<file path="src/rtl/coherence_pkg.sv">
/* Shared types for the MESI coherence fabric: CPU, snoop and L2 handshake structs,
   FSM and opcode enums, and bus width constants. */
package coherence_pkg;

    localparam int WORD_W          = 32;
    localparam int ADDR_W          = 32;
    localparam int MAX_BLOCK_WORDS = 4;   // BLOCK_WORDS must stay at or below this

    typedef logic [MAX_BLOCK_WORDS-1:0][WORD_W-1:0] block_t;

    typedef enum logic [1:0] {OP_RD, OP_RDX, OP_UPGR, OP_EVICT} bus_op_t;

    typedef enum logic [1:0] {M, E, S, I} mesi_t;

    typedef enum logic [3:0] {
        IDLE, GRANT_R, GRANT_RX, GRANT_INV, GRANT_EVICT,
        SNOOP_R, SNOOP_RX, SNOOP_INV, TRANSFER_R, TRANSFER_RX,
        READ_L2, WRITEBACK_MS, WRITEBACK, BUS_TO_CACHE, INVALIDATE
    } bus_state_t;

    typedef enum logic [1:0] {L2_FREE, L2_BUSY, L2_ACCESS} l2_state_t;

    typedef struct packed {
        logic              valid;
        bus_op_t           op;
        logic [ADDR_W-1:0] addr;
        block_t            data;    // store block for RDX, UPGR and EVICT
    } cpu_req_t;

    typedef struct packed {
        logic   dwait;              // low for one cycle on completion
        block_t load;
        logic   exclusive;
    } cpu_resp_t;

    typedef struct packed {
        logic [ADDR_W-1:0] addr;    // block aligned
        logic              inv;
        logic              ccwait;  // snoop active for this agent
    } snoop_req_t;

    typedef struct packed {
        logic   done;
        logic   hit;
        logic   dirty;
        logic   present;
        block_t data;
    } snoop_resp_t;

    typedef struct packed {
        logic              ren;
        logic              wen;
        logic [ADDR_W-1:0] addr;
        logic [WORD_W-1:0] store;
    } l2_req_t;

    typedef struct packed {
        l2_state_t         state;
        logic [WORD_W-1:0] load;
    } l2_resp_t;

    // clear the byte offset within a block of the given word count
    function automatic logic [ADDR_W-1:0] block_base(input logic [ADDR_W-1:0] addr,
                                                     input int words);
        return addr & ~ADDR_W'(words * 4 - 1);
    endfunction

endpackage

</file>
<file path="src/rtl/snoop_agent.sv">
/* Per-CPU snoop agent. Keeps a fully associative MESI directory with line data,
   answers bus snoops and installs its own CPU's completed transactions. */
`timescale 1ns/1ps

module snoop_agent #(
    parameter int BLOCK_WORDS = 2,
    parameter int DIR_LINES   = 4
)(
    input  logic                       CLK,
    input  logic                       nRST,
    input  coherence_pkg::cpu_req_t    req,
    input  coherence_pkg::cpu_resp_t   resp,
    input  coherence_pkg::snoop_req_t  snp_req,
    output coherence_pkg::snoop_resp_t snp_resp
);
    localparam int IDX_W = (DIR_LINES > 1) ? $clog2(DIR_LINES) : 1;

    logic [coherence_pkg::ADDR_W-1:0] tag  [DIR_LINES];   // block address
    coherence_pkg::block_t            line [DIR_LINES];
    coherence_pkg::mesi_t             mesi [DIR_LINES];
    logic [IDX_W-1:0]                 fill_ptr;           // round-robin victim

    logic             snp_hit, own_hit;
    logic [IDX_W-1:0] snp_idx, own_idx, slot;
    logic             install;

    always_comb begin
        snp_hit = 1'b0;
        snp_idx = '0;
        own_hit = 1'b0;
        own_idx = '0;
        for (int i = 0; i < DIR_LINES; i++) begin
            if (mesi[i] != coherence_pkg::I && tag[i] == snp_req.addr) begin
                snp_hit = 1'b1;
                snp_idx = IDX_W'(i);
            end
            if (mesi[i] != coherence_pkg::I &&
                tag[i] == coherence_pkg::block_base(req.addr, BLOCK_WORDS)) begin
                own_hit = 1'b1;
                own_idx = IDX_W'(i);
            end
        end
    end

    assign install = req.valid && !resp.dwait;   // completion cycle of own request
    assign slot    = own_hit ? own_idx : fill_ptr;

    always_ff @(posedge CLK, negedge nRST) begin
        if (!nRST) begin
            for (int i = 0; i < DIR_LINES; i++)
                mesi[i] <= coherence_pkg::I;
            fill_ptr <= '0;
            snp_resp <= '0;
        end else begin
            snp_resp.done <= snp_req.ccwait;
            if (snp_req.ccwait && !snp_resp.done) begin    // first snoop cycle
                snp_resp.hit     <= snp_hit;               // any valid copy can supply
                snp_resp.present <= snp_hit;
                snp_resp.dirty   <= snp_hit && mesi[snp_idx] == coherence_pkg::M;
                snp_resp.data    <= line[snp_idx];
                if (snp_hit && snp_req.inv)
                    mesi[snp_idx] <= coherence_pkg::I;
                else if (snp_hit && mesi[snp_idx] inside {coherence_pkg::M, coherence_pkg::E})
                    mesi[snp_idx] <= coherence_pkg::S;    // another reader now shares
            end
            if (install) begin
                case (req.op)
                    coherence_pkg::OP_RD:
                        mesi[slot] <= resp.exclusive ? coherence_pkg::E : coherence_pkg::S;
                    coherence_pkg::OP_RDX, coherence_pkg::OP_UPGR:
                        mesi[slot] <= coherence_pkg::M;
                    default:
                        if (own_hit) mesi[own_idx] <= coherence_pkg::I;
                endcase
                if (!own_hit && req.op != coherence_pkg::OP_EVICT)
                    fill_ptr <= (fill_ptr == IDX_W'(DIR_LINES - 1)) ? '0 : fill_ptr + 1'b1;
            end
        end
    end

    always_ff @(posedge CLK) begin
        if (install && req.op != coherence_pkg::OP_EVICT) begin
            tag[slot]  <= coherence_pkg::block_base(req.addr, BLOCK_WORDS);
            line[slot] <= (req.op == coherence_pkg::OP_RD) ? resp.load : req.data;
        end
    end

endmodule

</file>
<file path="config.mk">
export PLATFORM = sky130hd
export DESIGN_NAME = snoop_agent
export DESIGN_NICKNAME = d
export VERILOG_FILES = /design/src/rtl/coherence_pkg.sv /design/src/rtl/snoop_agent.sv
export SDC_FILE = /design/constraint.sdc
export NUM_CORES = 1
export LEC_CHECK = 0
export ABC_AREA = 1
export BUFFER_PORTS_ARGS = -buffer_cell sky130_fd_sc_hd__buf_2
export CAP_MARGIN = 20
export CORE_MARGIN = 4
export CORE_UTILIZATION = 30
export CTS_BUF_LIST = sky130_fd_sc_hd__clkbuf_16
export DETAILED_ROUTE_END_ITERATION = 10
export GPL_ROUTABILITY_DRIVEN = 0
export REMOVE_ABC_BUFFERS = 1
export SLEW_MARGIN = 20
export SYNTH_ARGS = -nofsm -noshare
export SYNTH_HDL_FRONTEND = slang
export SYNTH_SLANG_ARGS = --single-unit
</file>
<file path="constraint.sdc">
create_clock -name CLK -period 5.75 [get_ports CLK]
set_input_delay 0.2875 -clock CLK [delete_from_list [all_inputs] [get_ports CLK]]
set_output_delay 0.2875 -clock CLK [all_outputs]
set_load 0.05 [all_outputs]
</file>
==> out/results.txt <==
Netlist cell types = 43
Post-Place Setup Slack = 1990 ps
first-pass GRT wire length = 151000 um
die area = 118000 um^2
layout cells sized above 1 = 17.4%
CTS buffer count = 85
Yosys top cell by area = edfxtp_1
Max IR drop VDD = 0.000190 V
# nets final = 4257
mapped cell area = 33900 um^2
Vias = 25773
Syn Area/Cell = 10.4 um^2
Final Hold Fails = 0
Max transition margin = 34.8%
Register Area = 22400 um^2
vias per cell = 4.69
area occupied by multi-input gates = 9910 um^2
H-tree Lvls = 3
sequential element share of the synthesized area = 66.1%
DP HPWL = 63500 um
PwrDens = 322 nW/um^2
Startpoint Class = input pin
Core Area = 112000 um^2
Synth top area share = 55.6%
YS warnings = 0
initial core utilization = 30.2%
Buffers on Ports = 457
Setup crit start = req[133]
RR Startpoint = tag[2][22]
Clock transition at path regs = 60 ps
Required @ worst endpoint = 6050 ps
Yosys reg bits = 769
Pins Over Slew Limit = 0
top_reg_cell synth = edfxtp_1
Mapped Cells = 3263
IO Count = 461
top post-synthesis cells by area = edfxtp_1 (56%), nand2_1 (12%), dfrtp_1 (9.8%)
synth cell count leaders = nand2_1 (1072), edfxtp_1 (628), nor2_1 (334), inv_1 (214), nand3_1 (166)
Post-DRT Antenna Nets = 0
CP endpoint = tag[3][21]
drt drc = 0
HP Class = in -> reg
MaxCap Viol Count = 0
Reg-to-Reg End = tag[3][21]
die height = 344 um
Layout fillers = 10948
Chip Width = 344 um
RSZ-0062 raised after global routing = false
antenna violations before repair = 4
Post-Route WL = 102000 um
final setup vio count = 0
clock sinks = 769
GR Overflow Total = 0
Async SR Flop Fraction = 18.3%
synthesis-to-layout area growth = 26.2%
vias in the first global route = 25250
R2R cell count = 15
Setup CP Type = in -> reg
# rows = 123
Worst Tran Pin Value = 979 ps
Critical Path AT = 3980 ps
starting DRC count in detailed routing = 1834
routed len/inst = 18.6 um
CTS tree = done
top-count cell post-synth = nand2_1
Clock Tree Root = clkbuf_16
GR Util All Layers = 16.7%
CP max FO = 71
drt pass-1 iters = 5
setup ws final = 2070 ps
Power Total = 13.8 mW
Final Skew = 23.3 ps
Clock Latency Late Sink = 660 ps
final period utilization = 63.9%
Final min period = 3680 ps
largest net degree at the start of global routing = 146
Worst setup EP type = flop
LEAKAGE = 17.5 nW
Setup TNS Final = 0 ps
Post-synth EDFFs = 628
Fmax achieved = 0.272 GHz
setup slack, reg-to-reg = 2190 ps
outcome = complete, no violations
clock buffer depth = 3
Setup Fix Bufs, Post-CTS = 0
[state kept, by name, summed over array words and instances, names as in the netlist]
register	cells
line	512
tag	116
fill_ptr	2
mesi	8
snp_resp	131
[where the power goes]
group	switching (mW)	leakage, nW	internal [mW]
Sequential	0.178	7.25	6.55
Clock	2.25	1.39	2.91
Combinational	1.33	8.86	0.563
Total	3.76	17.5	10.0
[critical path, stage by stage]
cell and delay [ps]:
dlygate4sd3_1 590, buf_2 220, inv_1 140, nand2_1 100
o21ai_0 140, nor2_1 110, nand2_1 60, nor2_1 160
nand2_1 70, nor2_1 300, nor2_1 170, nand3_1 110
nand2_1 80, inv_1 130, nand3_1 250, inv_8 560
buf_4 470
[metrics by stage]
step / instances / hold slack (ps) / area, um^2 / utilization (%)
finish: 5498 / 46.1 / 42800 / 38.1
global route: 5496 / 32.0 / 42800 / 38.1
CTS: 5493 / 1.45 / 42800 / 38.1
detailed placement: 5104 / 385 / 37800 / 33.6
global placement: 5104 / 362 / 37800 / 33.6
floorplan: 3116 / -8.09 / 33200 / -
[layout by cell type, fill, tap and decap left out, types with 60 or more instances in the layout]
master	count
clkbuf_16	86
nand2_1	1072
o21bai_1	76
nor2_1	333
nand3_1	166
buf_2	456
inv_1	236
edfxtp_1	628
dlygate4sd3_1	233
dfrtp_1	133
o21ai_1	60
o21ai_0	121
[kinds of logic after synthesis]
kind of cell | synth area share, %
xor gates and xnor gates | 1.24
DFF | 66.1
buffers and inverters | 4.83
adders and majority gates | 0.111
and+or+nand+nor | 19.6
muxes | 0.0332
AOI/OAI and AO/OA | 8.08
[worst min-delay path by stage]
| stage | startpoint | to | cells past startpoint |
|---|---|---|---|
| final | resp[43] | line[2][42] | 3 |
| after global routing | req[7] | line[2][7] | 3 |
| after CTS | req[115] | line[1][115] | 3 |
| after detailed placement | nRST | snp_resp[15] | 1 |
| after global placement | nRST | snp_resp[15] | 1 |
| after floorplan | nRST | fill_ptr[0] | 0 |
[area by class of cell]
type	instances	share of cell area, %
Timing Repair Buffer	722	11.7
Clock inverter	70	1.11
Clock buffer	86	5.03
Inverter	249	2.25
Tap cell	1500	4.39
Multi-Input combinational cell	2098	23.1
Antenna cell	4	0.0234
Sequential cell	769	52.3
[per-layer routing]
metal  GRT usage [%]  wire length [um]  part of all wire (%)  up-vias
met2            27.8             48800                    48      854
met3            3.45              7160                   7.0      153
li1                -                 -                     -    12355
met4            6.08              3040                   3.0        2
met5               0                15                 0.015        -
met1            21.6             43200                    42    12409
[what timing repair did]
| action | in CTS | in global routing |
|---|---|---|
| resized for setup | 0 | 0 |
| hold buffers | 233 | 0 |
| endpoints found under the hold margin | 590 | 0 |
No activity file was read; power rests on OpenSTA's default activity.
