[src/rtl/coherence_pkg.sv]
/* Shared types for the MESI coherence fabric: CPU, snoop and L2 handshake structs,
   FSM and opcode enums, and bus width constants. */
package coherence_pkg;

    localparam int WORD_W          = 32;
    localparam int ADDR_W          = 32;
    localparam int MAX_BLOCK_WORDS = 4;   // BLOCK_WORDS must stay at or below this

    typedef logic [MAX_BLOCK_WORDS-1:0][WORD_W-1:0] block_t;

    typedef enum logic [1:0] {OP_RD, OP_RDX, OP_UPGR, OP_EVICT} bus_op_t;

    typedef enum logic [1:0] {M, E, S, I} mesi_t;

    typedef enum logic [3:0] {
        IDLE, GRANT_R, GRANT_RX, GRANT_INV, GRANT_EVICT,
        SNOOP_R, SNOOP_RX, SNOOP_INV, TRANSFER_R, TRANSFER_RX,
        READ_L2, WRITEBACK_MS, WRITEBACK, BUS_TO_CACHE, INVALIDATE
    } bus_state_t;

    typedef enum logic [1:0] {L2_FREE, L2_BUSY, L2_ACCESS} l2_state_t;

    typedef struct packed {
        logic              valid;
        bus_op_t           op;
        logic [ADDR_W-1:0] addr;
        block_t            data;    // store block for RDX, UPGR and EVICT
    } cpu_req_t;

    typedef struct packed {
        logic   dwait;              // low for one cycle on completion
        block_t load;
        logic   exclusive;
    } cpu_resp_t;

    typedef struct packed {
        logic [ADDR_W-1:0] addr;    // block aligned
        logic              inv;
        logic              ccwait;  // snoop active for this agent
    } snoop_req_t;

    typedef struct packed {
        logic   done;
        logic   hit;
        logic   dirty;
        logic   present;
        block_t data;
    } snoop_resp_t;

    typedef struct packed {
        logic              ren;
        logic              wen;
        logic [ADDR_W-1:0] addr;
        logic [WORD_W-1:0] store;
    } l2_req_t;

    typedef struct packed {
        l2_state_t         state;
        logic [WORD_W-1:0] load;
    } l2_resp_t;

    // clear the byte offset within a block of the given word count
    function automatic logic [ADDR_W-1:0] block_base(input logic [ADDR_W-1:0] addr,
                                                     input int words);
        return addr & ~ADDR_W'(words * 4 - 1);
    endfunction

endpackage

[src/rtl/bus_ctrl.sv]
/* Coherence bus controller. Arbitrates CPU requests in IDLE, snoops the other
   caches and moves blocks cache to cache or between caches and the L2. */
`timescale 1ns/1ps

module bus_ctrl #(
    parameter int BLOCK_WORDS = 2,
    parameter int CPUS        = 2
)(
    input  logic                                 CLK,
    input  logic                                 nRST,
    input  coherence_pkg::cpu_req_t    [CPUS-1:0] req,
    output coherence_pkg::cpu_resp_t   [CPUS-1:0] resp,
    output coherence_pkg::snoop_req_t  [CPUS-1:0] snp_req,
    input  coherence_pkg::snoop_resp_t [CPUS-1:0] snp_resp,
    output coherence_pkg::l2_req_t               l2_req,
    input  coherence_pkg::l2_resp_t              l2_resp
);
    localparam int ID_W  = (CPUS > 1) ? $clog2(CPUS) : 1;
    localparam int CNT_W = $clog2(coherence_pkg::MAX_BLOCK_WORDS);

    coherence_pkg::bus_state_t state, nstate;
    logic [ID_W-1:0]  req_id, nreq_id;
    logic [ID_W-1:0]  sup_id, nsup_id;
    logic             excl, nexcl;     // no other cache held the line
    logic [CNT_W-1:0] cnt, ncnt;       // word within the block
    coherence_pkg::block_t blk, nblk;
    logic [coherence_pkg::ADDR_W-1:0] l2_addr, nl2_addr;
    logic [coherence_pkg::ADDR_W-1:0] base;

    logic [CPUS-1:0] evict_v, rdx_v, rd_v, upgr_v;
    logic [CPUS-1:0] done_v, hit_v, present_v;
    logic [CPUS-1:0] others;
    logic            snoop_done, l2_acc, last_word;

    always_ff @(posedge CLK, negedge nRST) begin
        if (!nRST) begin
            state  <= coherence_pkg::IDLE;
            req_id <= '0;
            sup_id <= '0;
            excl   <= 1'b0;
            cnt    <= '0;
        end else begin
            state  <= nstate;
            req_id <= nreq_id;
            sup_id <= nsup_id;
            excl   <= nexcl;
            cnt    <= ncnt;
        end
    end

    always_ff @(posedge CLK) begin
        blk     <= nblk;
        l2_addr <= nl2_addr;
    end

    // per-class request vectors and snoop answers
    always_comb begin
        for (int i = 0; i < CPUS; i++) begin
            evict_v[i]   = req[i].valid && req[i].op == coherence_pkg::OP_EVICT;
            rdx_v[i]     = req[i].valid && req[i].op == coherence_pkg::OP_RDX;
            rd_v[i]      = req[i].valid && req[i].op == coherence_pkg::OP_RD;
            upgr_v[i]    = req[i].valid && req[i].op == coherence_pkg::OP_UPGR;
            done_v[i]    = snp_resp[i].done;
            hit_v[i]     = snp_resp[i].hit;
            present_v[i] = snp_resp[i].present;
        end
    end

    assign others     = ~(CPUS'(1) << req_id);
    assign base       = coherence_pkg::block_base(req[req_id].addr, BLOCK_WORDS);
    assign snoop_done = &(done_v | ~others);
    assign l2_acc     = l2_resp.state == coherence_pkg::L2_ACCESS;
    assign last_word  = cnt == CNT_W'(BLOCK_WORDS - 1);

    always_comb begin
        nstate   = state;
        nreq_id  = req_id;
        nsup_id  = sup_id;
        nexcl    = excl;
        ncnt     = cnt;
        nblk     = blk;
        nl2_addr = l2_addr;
        for (int i = 0; i < CPUS; i++) begin
            resp[i].dwait     = 1'b1;
            resp[i].load      = blk;
            resp[i].exclusive = 1'b0;
            snp_req[i].addr   = base;
            snp_req[i].inv    = 1'b0;
            snp_req[i].ccwait = 1'b0;
        end
        l2_req.ren   = 1'b0;
        l2_req.wen   = 1'b0;
        l2_req.addr  = l2_addr;
        l2_req.store = blk[cnt];

        case (state)
            coherence_pkg::IDLE: begin   // evict > rdx > rd > upgrade
                if (|evict_v) begin
                    nreq_id = pick(evict_v);
                    nstate  = coherence_pkg::GRANT_EVICT;
                end else if (|rdx_v) begin
                    nreq_id = pick(rdx_v);
                    nstate  = coherence_pkg::GRANT_RX;
                end else if (|rd_v) begin
                    nreq_id = pick(rd_v);
                    nstate  = coherence_pkg::GRANT_R;
                end else if (|upgr_v) begin
                    nreq_id = pick(upgr_v);
                    nstate  = coherence_pkg::GRANT_INV;
                end
            end
            coherence_pkg::GRANT_R, coherence_pkg::GRANT_RX, coherence_pkg::GRANT_INV: begin
                set_snoop(state != coherence_pkg::GRANT_R);
                nstate = (state == coherence_pkg::GRANT_R)  ? coherence_pkg::SNOOP_R :
                         (state == coherence_pkg::GRANT_RX) ? coherence_pkg::SNOOP_RX :
                                                              coherence_pkg::SNOOP_INV;
            end
            coherence_pkg::GRANT_EVICT: begin
                nblk     = req[req_id].data;
                nl2_addr = base;
                ncnt     = '0;
                nstate   = coherence_pkg::WRITEBACK;
            end
            coherence_pkg::SNOOP_R, coherence_pkg::SNOOP_RX: begin
                set_snoop(state == coherence_pkg::SNOOP_RX);
                if (snoop_done) begin
                    nexcl    = !(|(present_v & others));
                    nsup_id  = pick(hit_v & others);
                    nblk     = snp_resp[pick(hit_v & others)].data;  // supplier block
                    nl2_addr = base;
                    ncnt     = '0;
                    if (|(hit_v & others))
                        nstate = (state == coherence_pkg::SNOOP_R) ? coherence_pkg::TRANSFER_R
                                                                   : coherence_pkg::TRANSFER_RX;
                    else
                        nstate = coherence_pkg::READ_L2;
                end
            end
            coherence_pkg::SNOOP_INV: begin
                set_snoop(1'b1);
                if (snoop_done)
                    nstate = coherence_pkg::INVALIDATE;
            end
            coherence_pkg::TRANSFER_R: begin
                set_snoop(1'b0);
                nstate = snp_resp[sup_id].dirty ? coherence_pkg::WRITEBACK_MS
                                                : coherence_pkg::BUS_TO_CACHE;
            end
            coherence_pkg::TRANSFER_RX: begin
                set_snoop(1'b1);
                nstate = coherence_pkg::BUS_TO_CACHE;
            end
            coherence_pkg::READ_L2, coherence_pkg::WRITEBACK_MS, coherence_pkg::WRITEBACK: begin
                if (state == coherence_pkg::WRITEBACK_MS)
                    set_snoop(1'b0);        // keep the supplier parked
                l2_req.ren = (state == coherence_pkg::READ_L2) && !l2_acc;
                l2_req.wen = (state != coherence_pkg::READ_L2) && !l2_acc;
                if (l2_acc) begin
                    if (state == coherence_pkg::READ_L2)
                        nblk[cnt] = l2_resp.load;
                    ncnt     = cnt + 1'b1;
                    nl2_addr = l2_addr + 4;
                    if (last_word)
                        nstate = coherence_pkg::BUS_TO_CACHE;
                end
            end
            coherence_pkg::BUS_TO_CACHE: begin
                resp[req_id].dwait     = 1'b0;
                resp[req_id].exclusive = excl;
                nstate                 = coherence_pkg::IDLE;
            end
            coherence_pkg::INVALIDATE: begin
                resp[req_id].dwait = 1'b0;
                nstate             = coherence_pkg::IDLE;
            end
            default: nstate = coherence_pkg::IDLE;
        endcase
    end

    // highest numbered cpu wins
    function automatic logic [ID_W-1:0] pick(input logic [CPUS-1:0] v);
        logic [ID_W-1:0] id;
        id = '0;
        for (int i = 0; i < CPUS; i++) begin
            if (v[i])
                id = ID_W'(i);
        end
        return id;
    endfunction

    // snoop every agent except the requester
    function automatic void set_snoop(input logic inv);
        for (int i = 0; i < CPUS; i++) begin
            snp_req[i].ccwait = others[i];
            snp_req[i].inv    = inv && others[i];
        end
    endfunction

endmodule

[config.mk]
export PLATFORM = sky130hd
export DESIGN_NAME = bus_ctrl
export DESIGN_NICKNAME = d
export VERILOG_FILES = /design/src/rtl/coherence_pkg.sv /design/src/rtl/bus_ctrl.sv
export SDC_FILE = /design/constraint.sdc
export NUM_CORES = 1
export LEC_CHECK = 0
export BUFFER_PORTS_ARGS = -buffer_cell sky130_fd_sc_hd__buf_4
export CELL_PAD_IN_SITES_DETAIL_PLACEMENT = 0
export CELL_PAD_IN_SITES_GLOBAL_PLACEMENT = 2
export CORE_AREA = 5 5 390 392
export CTS_CLUSTER_SIZE = 28
export DETAILED_ROUTE_END_ITERATION = 7
export DIE_AREA = 0 0 395 397
export GPL_TIMING_DRIVEN = 0
export PLACE_DENSITY = 0.48
export SLEW_MARGIN = 20
export SYNTH_ARGS = -nofsm -noshare
export SYNTH_HDL_FRONTEND = slang
export SYNTH_SLANG_ARGS = --single-unit
[constraint.sdc]
create_clock -name CLK -period 9.5 [get_ports CLK]
set_clock_uncertainty 0.2 [all_clocks]
set_input_delay 0 -clock CLK [delete_from_list [all_inputs] [get_ports CLK]]
set_output_delay 0 -clock CLK [all_outputs]
set_load 0.05 [all_outputs]
==> results of run 1 <==
==> flip-flops by register name (all words and copies together), names as in the netlist <==
| signal | cells |
|---|---|
| blk | 128 |
| sup_id | 1 |
| req_id | 1 |
| cnt | 2 |
| l2_addr | 30 |
| excl | 1 |
| state | 4 |
==> final cells by class <==
class	instances	area [um^2]	area share, %
inverters	15	56.30	0.1817
flip-flops and latches	167	4970	16.03
multi-input cells	947	8228	26.55
well taps	1944	2432	7.848
repair buffers	1485	12510	40.35
diodes	3	7.507	0.02422
plain buffers	411	2223	7.174
clock inverters	14	140.1	0.4521
clock buffers	18	429.2	1.385
==> how the worst max path moves through the flow <==
| stage | start | endpoint | slack, ps | depth (start not counted) |
|---|---|---|---|---|
| finish | cnt[1] | blk[63] | 3800 | 13 |
| global route | cnt[1] | blk[63] | 3510 | 13 |
| CTS | cnt[1] | blk[63] | 3690 | 13 |
| detailed placement | cnt[1] | blk[17] | 4370 | 11 |
| global placement | req_id | blk[112] | -3360 | 5 |
| floorplan | req_id | blk[0] | 2270 | 5 |
==> worst register-to-register path: stages (launching register included) <==
cell and delay [ps]:
dfrtp_1 410, clkbuf_2 270, buf_16 230, clkbuf_1 400, buf_2 470, inv_1 250
ha_1 160, clkbuf_1 580, clkbuf_1 850, mux2i_1 280, o22a_1 160, dlygate4sd3_1 530
o21ai_0 80, dlygate4sd3_1 610
==> stage by stage <==
stage | power [uW] | instance area, um^2 | instances | hold slack, ps | util [%]
global route | 14270 | 30990 | 5003 | 28.22 | 20.86
floorplan | 7739 | 15420 | 1540 | -495.6 | -
global placement | 11910 | 25390 | 4489 | -344.4 | 17.10
CTS | 13850 | 30990 | 5001 | 2.550 | 20.86
detailed placement | 11920 | 25730 | 4501 | -344.2 | 17.32
finish | 13640 | 30990 | 5004 | 52.13 | 20.87
==> cell usage in the layout (no fill, tap or decap), drive strengths merged, types with 32 or more instances in the layout <==
master,n
o22a,128
dlygate4sd3,468
mux2i,387
mux2,34
buf,1218
o21ai,142
edfxtp,158
clkbuf,228
mux4,32
nor2,37
==> power by group through the flow <==
stage | Combinational (uW) | Sequential [uW] | Clock [uW]
finish | 10800 | 2050 | 794
floorplan | 5770 | 1970 | 0
global route | 11300 | 2110 | 848
global placement | 9730 | 2170 | 0
detailed placement | 9840 | 2080 | 0
CTS | 10900 | 2070 | 833
==> logic make-up (layout without fill, tap and decap cells) <==
group / count (synthesis) / after routing / synth area share (%)
simple gates: 130 / 130 / 4.528
flops: 167 / 167 / 32.29
fa+ha+maj: 6 / 6 / 0.4715
other cells: 1 / 11 / 0.02436
buf+inv: 426 / 1943 / 14.59
mux: 453 / 453 / 32.34
compound gates: 335 / 335 / 14.90
xor+xnor: 15 / 15 / 0.8536
==> routing by layer <==
| metal | global-route usage (%) | wire (um) | up-vias |
|---|---|---|---|
| met5 | 0 | 22 | - |
| met2 | 32.93 | 76430 | 766 |
| met3 | 4.359 | 9011 | 96 |
| met4 | 5.187 | 4054 | 4 |
| met1 | 21.51 | 60380 | 9450 |
| li1 | - | - | 8566 |
==> results_dict.tcl, run 1 <==
set metrics [dict create \
    dp.final_hpwl_um 127000 \
    area_of_the_die_um2 156800 \
    dr.first_iter.drc_count 1086 \
    numCtsBuffers 17 \
    detail_route.vias_per_cell 3.773 \
    yosys_warns 0 \
    grt.overflow.total 0 \
    synth_area_leader_cell "edfxtp_1" \
    htreeDepth 4 \
    worstPathRequired_ps 9580 \
    critical_path.reg2reg.startpoint "cnt[1]" \
    hold-path-endpoint "l2_addr[21]" \
    grt_max_degree 42 \
    worst_r2r_path_depth 13 \
    clock_insertion_delay_worst_skew_ps 510 \
    dr_total_vias 18882 \
    hp-start "req[312]" \
    power_leakage_uw 0.01345 \
    layout-area-overhead-vs-synth_pct 101.4 \
    max_cap_violations 0 \
    setup-violations-final 0 \
    max_freq_mhz 175.4 \
    internal_power_uw 5821 \
    numPortBuffers 1005 \
    drt_drc_violations_left 0 \
    yosysSeqAreaShare_pct 32.29 \
    grtUsageTotal_pct 18.26 \
    cts_post_setup_buffers_inserted 0 \
    drt_wl_total_um 149900 \
    routability_driven_placement_congestion_ratio 0.8252 \
    synth-main-ff-cell "edfxtp_1" \
    detailedPlace.worstSlack_ps 4365 \
    cp.arrival_ps 5780 \
    slew-limit-headroom_pct 23.98 \
    holdPathStages 4 \
    antenna_found_initial 22 \
    end_kind "flip-flop" \
    max-clock-path-buffers 2 \
    routed_wire_length_per_instance_um 29.96 \
    synthTopCellsByArea "edfxtp_1, mux2i_1, buf_4, o22a_1, clkbuf_1" \
    cts.root.buffer_cell "clkbuf_16" \
    floorplan.initialDensity_pct 10.36 \
    syn_inst 1533 \
    power.switching_fraction_pct 57.33 \
    cts.sink_count 167 \
    final-max-slew-violation-count 0 \
    switching_power_uw 7821 \
    first_global_vias 20348 \
    combinationalPowerShare_pct 79.2 \
    die_height_um 397 \
    io_pins 1020 \
    detail_route.first_pass.iterations 5 \
    crit_path_cell_trace "clkbuf_2 -> buf_16 -> clkbuf_1 -> buf_2 -> inv_1 -> ha_1 -> clkbuf_1 -> clkbuf_1 -> mux2i_1 -> o22a_1 -> dlygate4sd3_1 -> o21ai_0 -> dlygate4sd3_1" \
    antenna_left 0 \
    core_area_um2 148500 \
    post_synth_most_frequent_cells "mux2i_1, clkbuf_1, buf_4" \
    cts_resized 0 \
    timing_worst_setup_path_type "flip-flop to flip-flop" \
    postSynthRegisterBits 167 \
    syn-cell-area_um2 15390 \
    synth_enable_flop_cells 158 \
    grt_setup_unrepaired "false" \
    worst_path_most_repeated_cell "clkbuf_1" \
    ir_drop_uv 269.8 \
    grt_pass1_wl_um 191000 \
    ctsHoldBuffers 468 \
    critical_path.max_stage_delay_ps 850 \
    result_of_the_run "finished clean" \
    post_synth.cell_area_avg_um2 10.04 \
    std_cell_rows 142 \
    floorplan.die.width_um 395 \
    yosys.cell_count.top_type "mux2i_1" \
    final_layout_size_suffix_gt1_share_pct 43.60 \
    filler_cell_count 16622 \
    synth.lib_cells_used.distinct 56 \
    timing_hold_violations_final 0 \
    cp_slowest_cell "clkbuf_1" \
    crit-reg2reg-capture "blk[63]" \
    critical-path-top-delay-family "buffers and inverters" \
    r2r_slack_ps 3800 \
    worst_pin_slew_ps 1140 \
    clock_pin_slew_on_the_worst_setup_and_hold_paths_ps 90 \
    tns_ps 0 \
    tritoncts "done" \
    setup_ws_ps 3799 \
    p_per_area_nw_per_um2 440.2 \
    ys_async_sr_fraction_pct 5.389 \
    finalNetCount 3675 \
    setup.worst_path.start_class "flip-flop" \
    power.clock.fraction_pct 5.8 \
    period_needed_ps 5701 \
    crit_buf_inv 9 \
    sequentialPowerShare_pct 15.0 \
    area_share_of_the_largest_cell_type_after_synthesis_pct 30.83 \
    hold_path.class "input port to flip-flop" \
    critPathMaxFanout 10 \
    period_share_pct 60.01 \
]
(Power assumes the default switching activity.)
==> run 2, diff against run 1 <==
--- a/config.mk
+++ b/config.mk
@@ -5,15 +5,16 @@
 export SDC_FILE = /design/constraint.sdc
 export NUM_CORES = 1
 export LEC_CHECK = 0
+export ABC_AREA = 1
 export BUFFER_PORTS_ARGS = -buffer_cell sky130_fd_sc_hd__buf_4
 export CELL_PAD_IN_SITES_DETAIL_PLACEMENT = 0
 export CELL_PAD_IN_SITES_GLOBAL_PLACEMENT = 2
-export CORE_AREA = 5 5 390 392
+export CORE_AREA = 5 5 394 396
 export CTS_CLUSTER_SIZE = 28
 export DETAILED_ROUTE_END_ITERATION = 7
-export DIE_AREA = 0 0 395 397
+export DIE_AREA = 0 0 399 401
 export GPL_TIMING_DRIVEN = 0
-export PLACE_DENSITY = 0.48
+export PLACE_DENSITY = 0.53
 export SLEW_MARGIN = 20
 export SYNTH_ARGS = -nofsm -noshare
 export SYNTH_HDL_FRONTEND = slang
==> constraint.sdc (replaced) <==
create_clock -name CLK -period 5.6 [get_ports CLK]
set_clock_uncertainty 0.2 [all_clocks]
set_input_delay 0 -clock CLK [delete_from_list [all_inputs] [get_ports CLK]]
set_output_delay 0 -clock CLK [all_outputs]
set_load 0.05 [all_outputs]
==> run 2 against run 1 <==
Against the previous run:
- clock power rose by 62%
- total power rose by 82%
- worst hold slack improved by 9.3 ps
- critical endpoint is now blk[23]
- clock-buffer cell count rose by 1
- synthesized cell count rose by 74%
- global-route usage rose by 2.5 points
- sequential power rose by 97%
- critical path type unchanged
- fmax rose by 9.1%
- via count rose by 26%
- setup slack got worse by 3400 ps
- highest routed layer unchanged
==> results_dict.tcl, run 2 <==
set metrics [dict create \
    synthXorXnorAreaFrac_pct 0.6381 \
    max_freq_mhz 191.3 \
    grt.overflow.total 0 \
    die_height_um 401 \
    filler_cell_count 17594 \
    detail_route.first_pass.iterations 6 \
    routability_driven_placement_congestion_ratio 0.8169 \
    main_combinational_cell_family_by_area_after_synthesis "simple AND/OR/NAND/NOR gates" \
    yosysSeqAreaShare_pct 30.17 \
    htreeDepth 4 \
    cts_resized 0 \
    final-max-slew-violation-count 0 \
    synth_enable_flop_cells 158 \
    area_of_the_die_um2 160000 \
    drt_drc_violations_left 0 \
    grt_setup_unrepaired "false" \
    post_synth.cell_area_avg_um2 6.192 \
    final_layout_size_suffix_gt1_share_pct 31.18 \
    hold_path.class "input port to flip-flop" \
    antenna_found_initial 40 \
    post_synth_and_or_nand_nor_area_fraction_pct 39.10 \
    antenna_left 0 \
    most-common-layout-cells "nand2_1, buf_4, dlygate4sd3_1, clkbuf_1, edfxtp_1" \
    power.switching_fraction_pct 60.67 \
    reg.largest.list "blk (128), l2_addr (30), state (4)" \
    grt_max_degree 29 \
    tritoncts "done" \
    worstPathRequired_ps 5690 \
    hp-start "snp_resp[263]" \
    postLayoutCellArea_um2 32190 \
    clock_pin_slew_on_the_worst_setup_and_hold_paths_ps 80 \
    floorplan.die.width_um 399 \
    yosys.cell_count.top_type "nand2_1" \
    yosys_warns 0 \
    p_per_area_nw_per_um2 772.4 \
    holdPathStages 9 \
    timing_hold_violations_final 0 \
    period_share_pct 93.34 \
    syn_inst 2660 \
    max_cap_violations 0 \
    combinationalPowerShare_pct 78.6 \
    cts.sink_count 167 \
    dr_total_vias 23714 \
    period_needed_ps 5227 \
    synthMuxAreaShare_pct 5.834 \
    finalNetCount 4804 \
    cp.arrival_ps 5320 \
    largest_reg_flops 128 \
    critPathMaxFanout 11 \
    grt_pass1_wl_um 223200 \
    r2r_slack_ps 370 \
    sequentialPowerShare_pct 16.2 \
    synth_area_leader_cell "nand2_1" \
    ir_drop_uv 381.7 \
    switching_power_uw 15090 \
    floorplan.initialDensity_pct 10.90 \
    setup-violations-final 0 \
    dp.final_hpwl_um 147600 \
    post_synth_most_frequent_cells "nand2_1, clkbuf_1, buf_4" \
    routed_wire_length_per_instance_um 27.64 \
    synth.lib_cells_used.distinct 31 \
    std_cell_rows 143 \
    core_area_um2 151200 \
    stdcell_count 6236 \
    area_share_of_the_largest_cell_type_after_synthesis_pct 33.16 \
    timing_worst_setup_path_type "flip-flop to flip-flop" \
    synth-main-ff-cell "edfxtp_1" \
    clock_insertion_delay_worst_skew_ps 540 \
    internal_power_uw 9778 \
    max-clock-path-buffers 2 \
    numPortBuffers 1005 \
    result_of_the_run "finished clean" \
    ys_async_sr_fraction_pct 5.389 \
    worst_pin_slew_ps 1210 \
    setup.worst_path.start_class "flip-flop" \
    numCtsBuffers 17 \
    grtUsageTotal_pct 20.75 \
    synth_compound_area_share_pct 8.439 \
    synth-adder-area-share_pct 0.3798 \
    io_pins 1020 \
    dr.first_iter.drc_count 1449 \
    placedCellCount 5713 \
    critical_path.reg2reg.startpoint "cnt[1]" \
    worstSetupStartpoint "cnt[1]" \
    end_kind "flip-flop" \
    layout-area-overhead-vs-synth_pct 95.43 \
    cts.root.buffer_cell "clkbuf_16" \
    postSynthRegisterBits 167 \
    first_global_vias 24853 \
    synthTopCellsByArea "nand2_1, edfxtp_1, buf_4, mux2i_1, clkbuf_1" \
    power_leakage_uw 0.01545 \
    syn-cell-area_um2 16470 \
    slew-limit-headroom_pct 19.36 \
    hold-path-endpoint "cnt[0]" \
    detail_route.vias_per_cell 3.803 \
    crit-reg2reg-capture "blk[23]" \
    largest_register "blk" \
    worst_r2r_path_depth 8 \
    post_dp_cell_area_um2 26880 \
    drt_wl_total_um 172400 \
    layout.cells.most_common "nand2_1" \
    power.clock.fraction_pct 5.2 \
]
[run 2: worst max path at each step]
stage                   end  slack, ps  depth (start not counted)
finish              blk[23]        370                          8
detailed placement  blk[29]       1030                          7
CTS                 blk[29]        490                          8
global placement    blk[98]      -4040                          9
floorplan            blk[0]        240                          9
global route        blk[29]        320                         10
[run 2: final cells by class]
class                           instances  area, um^2  area share [%]
Antenna cell                           20       50.05          0.1555
Buffer                                444        2396           7.443
Clock buffer                           19       432.9           1.345
Clock inverter                         13       117.6          0.3654
Inverter                               40       150.1          0.4664
Multi-Input combinational cell       2016        9000           27.96
Sequential cell                       167        4970           15.44
Tap cell                             2030        2540           7.890
Timing Repair Buffer                 1487       12530           38.94
[run 2: cells by family after synthesis]
kind of cell    Yosys count
simple gates           1675
buf+inv                 484
compound gates          220
flops                   167
mux                      96
xor+xnor                 12
fa+ha+maj                 5
other cells               1
[run 2: per-layer routing]
| layer | global-route usage (%) | part of all wire [%] |
|---|---|---|
| met2 | 36.86 | 50 |
| met4 | 2.975 | 1.2 |
| met1 | 26.63 | 43 |
| met5 | 0 | 0.0075 |
| met3 | 3.764 | 5.7 |
[run 2: power by group through the flow]
stage / Sequential, uW / Clock, uW / Combinational, uW
4_1_cts: 4100 / 1360 / 19800
6_report: 4040 / 1290 / 19500
3_5_place_dp: 4120 / 0 / 18000
3_3_place_gp: 4050 / 0 / 16900
2_1_floorplan: 3570 / 0 / 10200
5_1_grt: 4120 / 1370 / 20700
[run 2: repair_timing]
action,in CTS,in global routing
endpoints found under the hold margin,175,0
hold buffers,471,0
buffers inserted,0,0
[run 2: metrics by stage]
stage | setup WS, ps | setup TNS, ps | total power (uW) | hold WS [ps] | utilization, %
global route | 324.5 | 0 | 26170 | 124.4 | 21.27
floorplan | 239.6 | 0 | 13790 | -495.6 | -
global placement | -4043 | -513320 | 20990 | -329.0 | 17.59
CTS | 491.3 | 0 | 25260 | 25.82 | 21.26
finish | 372.9 | 0 | 24860 | 61.46 | 21.29
detailed placement | 1030 | 0 | 22090 | -331.0 | 17.78
[run 2: critical path, stage by stage, from the launching register on]
cell and delay, ps:
dfrtp_1 590, inv_1 440, clkbuf_1 670, ha_1 270
buf_2 430, clkbuf_1 940, mux2i_1 660, o211ai_1 150
dlygate4sd3_1 580
==> run 3, diff against run 2 <==
--- a/config.mk
+++ b/config.mk
@@ -15,6 +15,7 @@
 export DIE_AREA = 0 0 399 401
 export GPL_TIMING_DRIVEN = 0
 export PLACE_DENSITY = 0.53
+export REMOVE_ABC_BUFFERS = 1
 export SLEW_MARGIN = 20
 export SYNTH_ARGS = -nofsm -noshare
 export SYNTH_HDL_FRONTEND = slang
==> run 3 against run 2 <==
Against the previous run:
- via count fell by 7.6%
- critical path depth rose by 5
- critical path type unchanged
- total power fell by 8.4%
- highest routed layer unchanged
==> results_dict.tcl, run 3 (synthesis results as in run 2) <==
set metrics [dict create \
    result_of_the_run "finished clean" \
    routed_wire_length_per_instance_um 23.26 \
    std_cell_rows 143 \
    final-max-slew-violation-count 0 \
    htreeDepth 4 \
    cts.root.buffer_cell "clkbuf_16" \
    core_area_um2 151200 \
    placedCellCount 5293 \
    hold_path.class "input port to flip-flop" \
    max-clock-path-buffers 2 \
    critical-path-top-delay-family "buffers and inverters" \
    timing_worst_setup_path_type "flip-flop to flip-flop" \
    cp.arrival_ps 5320 \
    final_layout_size_suffix_gt1_share_pct 29.21 \
    cts.sink_count 167 \
    routability_driven_placement_congestion_ratio 0.7820 \
    p_per_area_nw_per_um2 750.0 \
    timing_hold_violations_final 0 \
    end_kind "flip-flop" \
    layout.cells.most_common "nand2_1" \
    cp_slowest_cell "dfrtp_4" \
    period_needed_ps 5242 \
    detailedPlace.worstSlack_ps 803.8 \
    io_pins 1020 \
    detail_route.vias_per_cell 3.782 \
    dp.final_hpwl_um 104800 \
    drt_drc_violations_left 0 \
    max_cap_violations 0 \
    crit_path_cell_trace "buf_16 -> clkinv_8 -> buf_16 -> nand2_4 -> buf_16 -> inv_8 -> buf_16 -> nand2_1 -> nand2_1 -> dlygate4sd3_1 -> nand2_1 -> o211ai_1 -> dlygate4sd3_1" \
    ir_drop_uv 378.9 \
    clock_insertion_delay_worst_skew_ps 530 \
    most-common-layout-cells "nand2_1, buf_4, dlygate4sd3_1, edfxtp_1, nor2_1" \
    detail_route.first_pass.iterations 5 \
    critical_path.max_stage_delay_ps 720 \
    clock_pin_slew_on_the_worst_setup_and_hold_paths_ps 80 \
    grt_max_degree 84 \
    tritoncts "done" \
    dr_total_vias 21911 \
    cts_post_setup_buffers_inserted 0 \
    tns_ps 0 \
    grt_pass1_wl_um 182400 \
    setup.worst_path.start_class "flip-flop" \
    filler_cell_count 17433 \
    worstPathRequired_ps 5680 \
    grt.overflow.total 0 \
    layout-area-overhead-vs-synth_pct 84.26 \
    power_leakage_uw 0.01429 \
    numCtsBuffers 17 \
    floorplan.initialDensity_pct 10.90 \
    drt_wl_total_um 134800 \
    total_power_uw 22760 \
    slew-limit-headroom_pct 40.09 \
    max_freq_mhz 190.8 \
    antenna_left 0 \
    reg.largest.list "blk (128), l2_addr (30), state (4)" \
    setup-violations-final 0 \
    dr.first_iter.drc_count 1213 \
    worst_pin_slew_ps 889.2 \
    critPathMaxFanout 83 \
    cp_num_cells 13 \
    period_share_pct 93.61 \
    floorplan.die.width_um 399 \
    finalNetCount 4370 \
    fin_util_pct 20.08 \
    area_of_the_die_um2 160000 \
    grtUsageTotal_pct 16.13 \
    crit_buf_inv 8 \
    grt_setup_unrepaired "false" \
    stdcell_count 5793 \
    setup_ws_ps 357.6 \
    holdPathStages 8 \
    first_global_vias 22856 \
    worst_r2r_path_depth 13 \
    die_height_um 401 \
    largest_reg_flops 128 \
    antenna_found_initial 17 \
    numPortBuffers 1005 \
    worst_path_most_repeated_cell "buf_16" \
    largest_register "blk" \
]
-- run 3: changes by cell type in the layout (fill, tap and decap cells not counted), sizes merged --
cell         previous run  this run
buf                  1262      1040
clkbuf                217        20
dlygate4sd3           471       457
diode                  20        11
inv                    46        43
clkinvlp                3         5
bufinv                  0         1
clkinv                  4         3
-- run 3: path summary, 6_finish.rpt --
| check | from | to | slack (ps) |
|---|---|---|---|
| setup / recovery | req_id | blk[118] | 360 |
| hold / removal | req[323] | state[2] | 80 |
| setup reg to reg | req_id | blk[118] | 360 |
| hold reg to reg | sup_id | sup_id | 330 |
| max in group asynchronous | nRST | cnt[0] | 4440 |
| min in group asynchronous | nRST | excl | 370 |
-- run 3: metal layers --
metal	track usage [%]	share of wire, %	vias to the layer above
met2	29.53	51	693
met4	2.685	1.4	2
li1	-	-	10391
met1	20.08	42	10764
met3	2.558	5.0	61
met5	0	0.0096	-
-- run 3: area by class of cell --
type	instances	area (um^2)	share of cell area (%)
clock buffer	20	436.7	1.439
antenna	11	27.53	0.09069
inverter	40	195.2	0.6431
multi-input combinational	2016	9071	29.89
tap	2030	2540	8.368
sequential	167	4981	16.41
clock inverter	12	120.1	0.3957
timing repair buffer	1497	12980	42.77
-- run 3: repair_timing --
| action | in CTS | in global routing |
|---|---|---|
| hold buffers | 456 | 1 |
| gates resized for setup | 0 | 1 |
| hold endpoints to repair | 174 | 1 |
| endpoints found under the setup margin | 0 | 6 |
-- run 3: worst min-delay path: stages --
cell and delay (ps):
buf_4 100, nand3_1 90, nand2_1 90, nor2_1 70, nand3_1 170, nand2_1 130, nand2_1 80, nand2_1 50
-- run 3: per-stage QoR --
step / hold slack (ps) / area (um^2)
2_1_floorplan: -495.6 / 14110
3_3_place_gp: -360.7 / 24190
3_5_place_dp: -359.9 / 25190
4_1_cts: 0.2435 / 30310
5_1_grt: 88.65 / 30340
6_report: 82.16 / 30350
-- run 3: power breakdown --
group | internal (uW) | switching, uW
registers | 2660 | 1350
clock network | 619 | 691
logic | 5920 | 11500
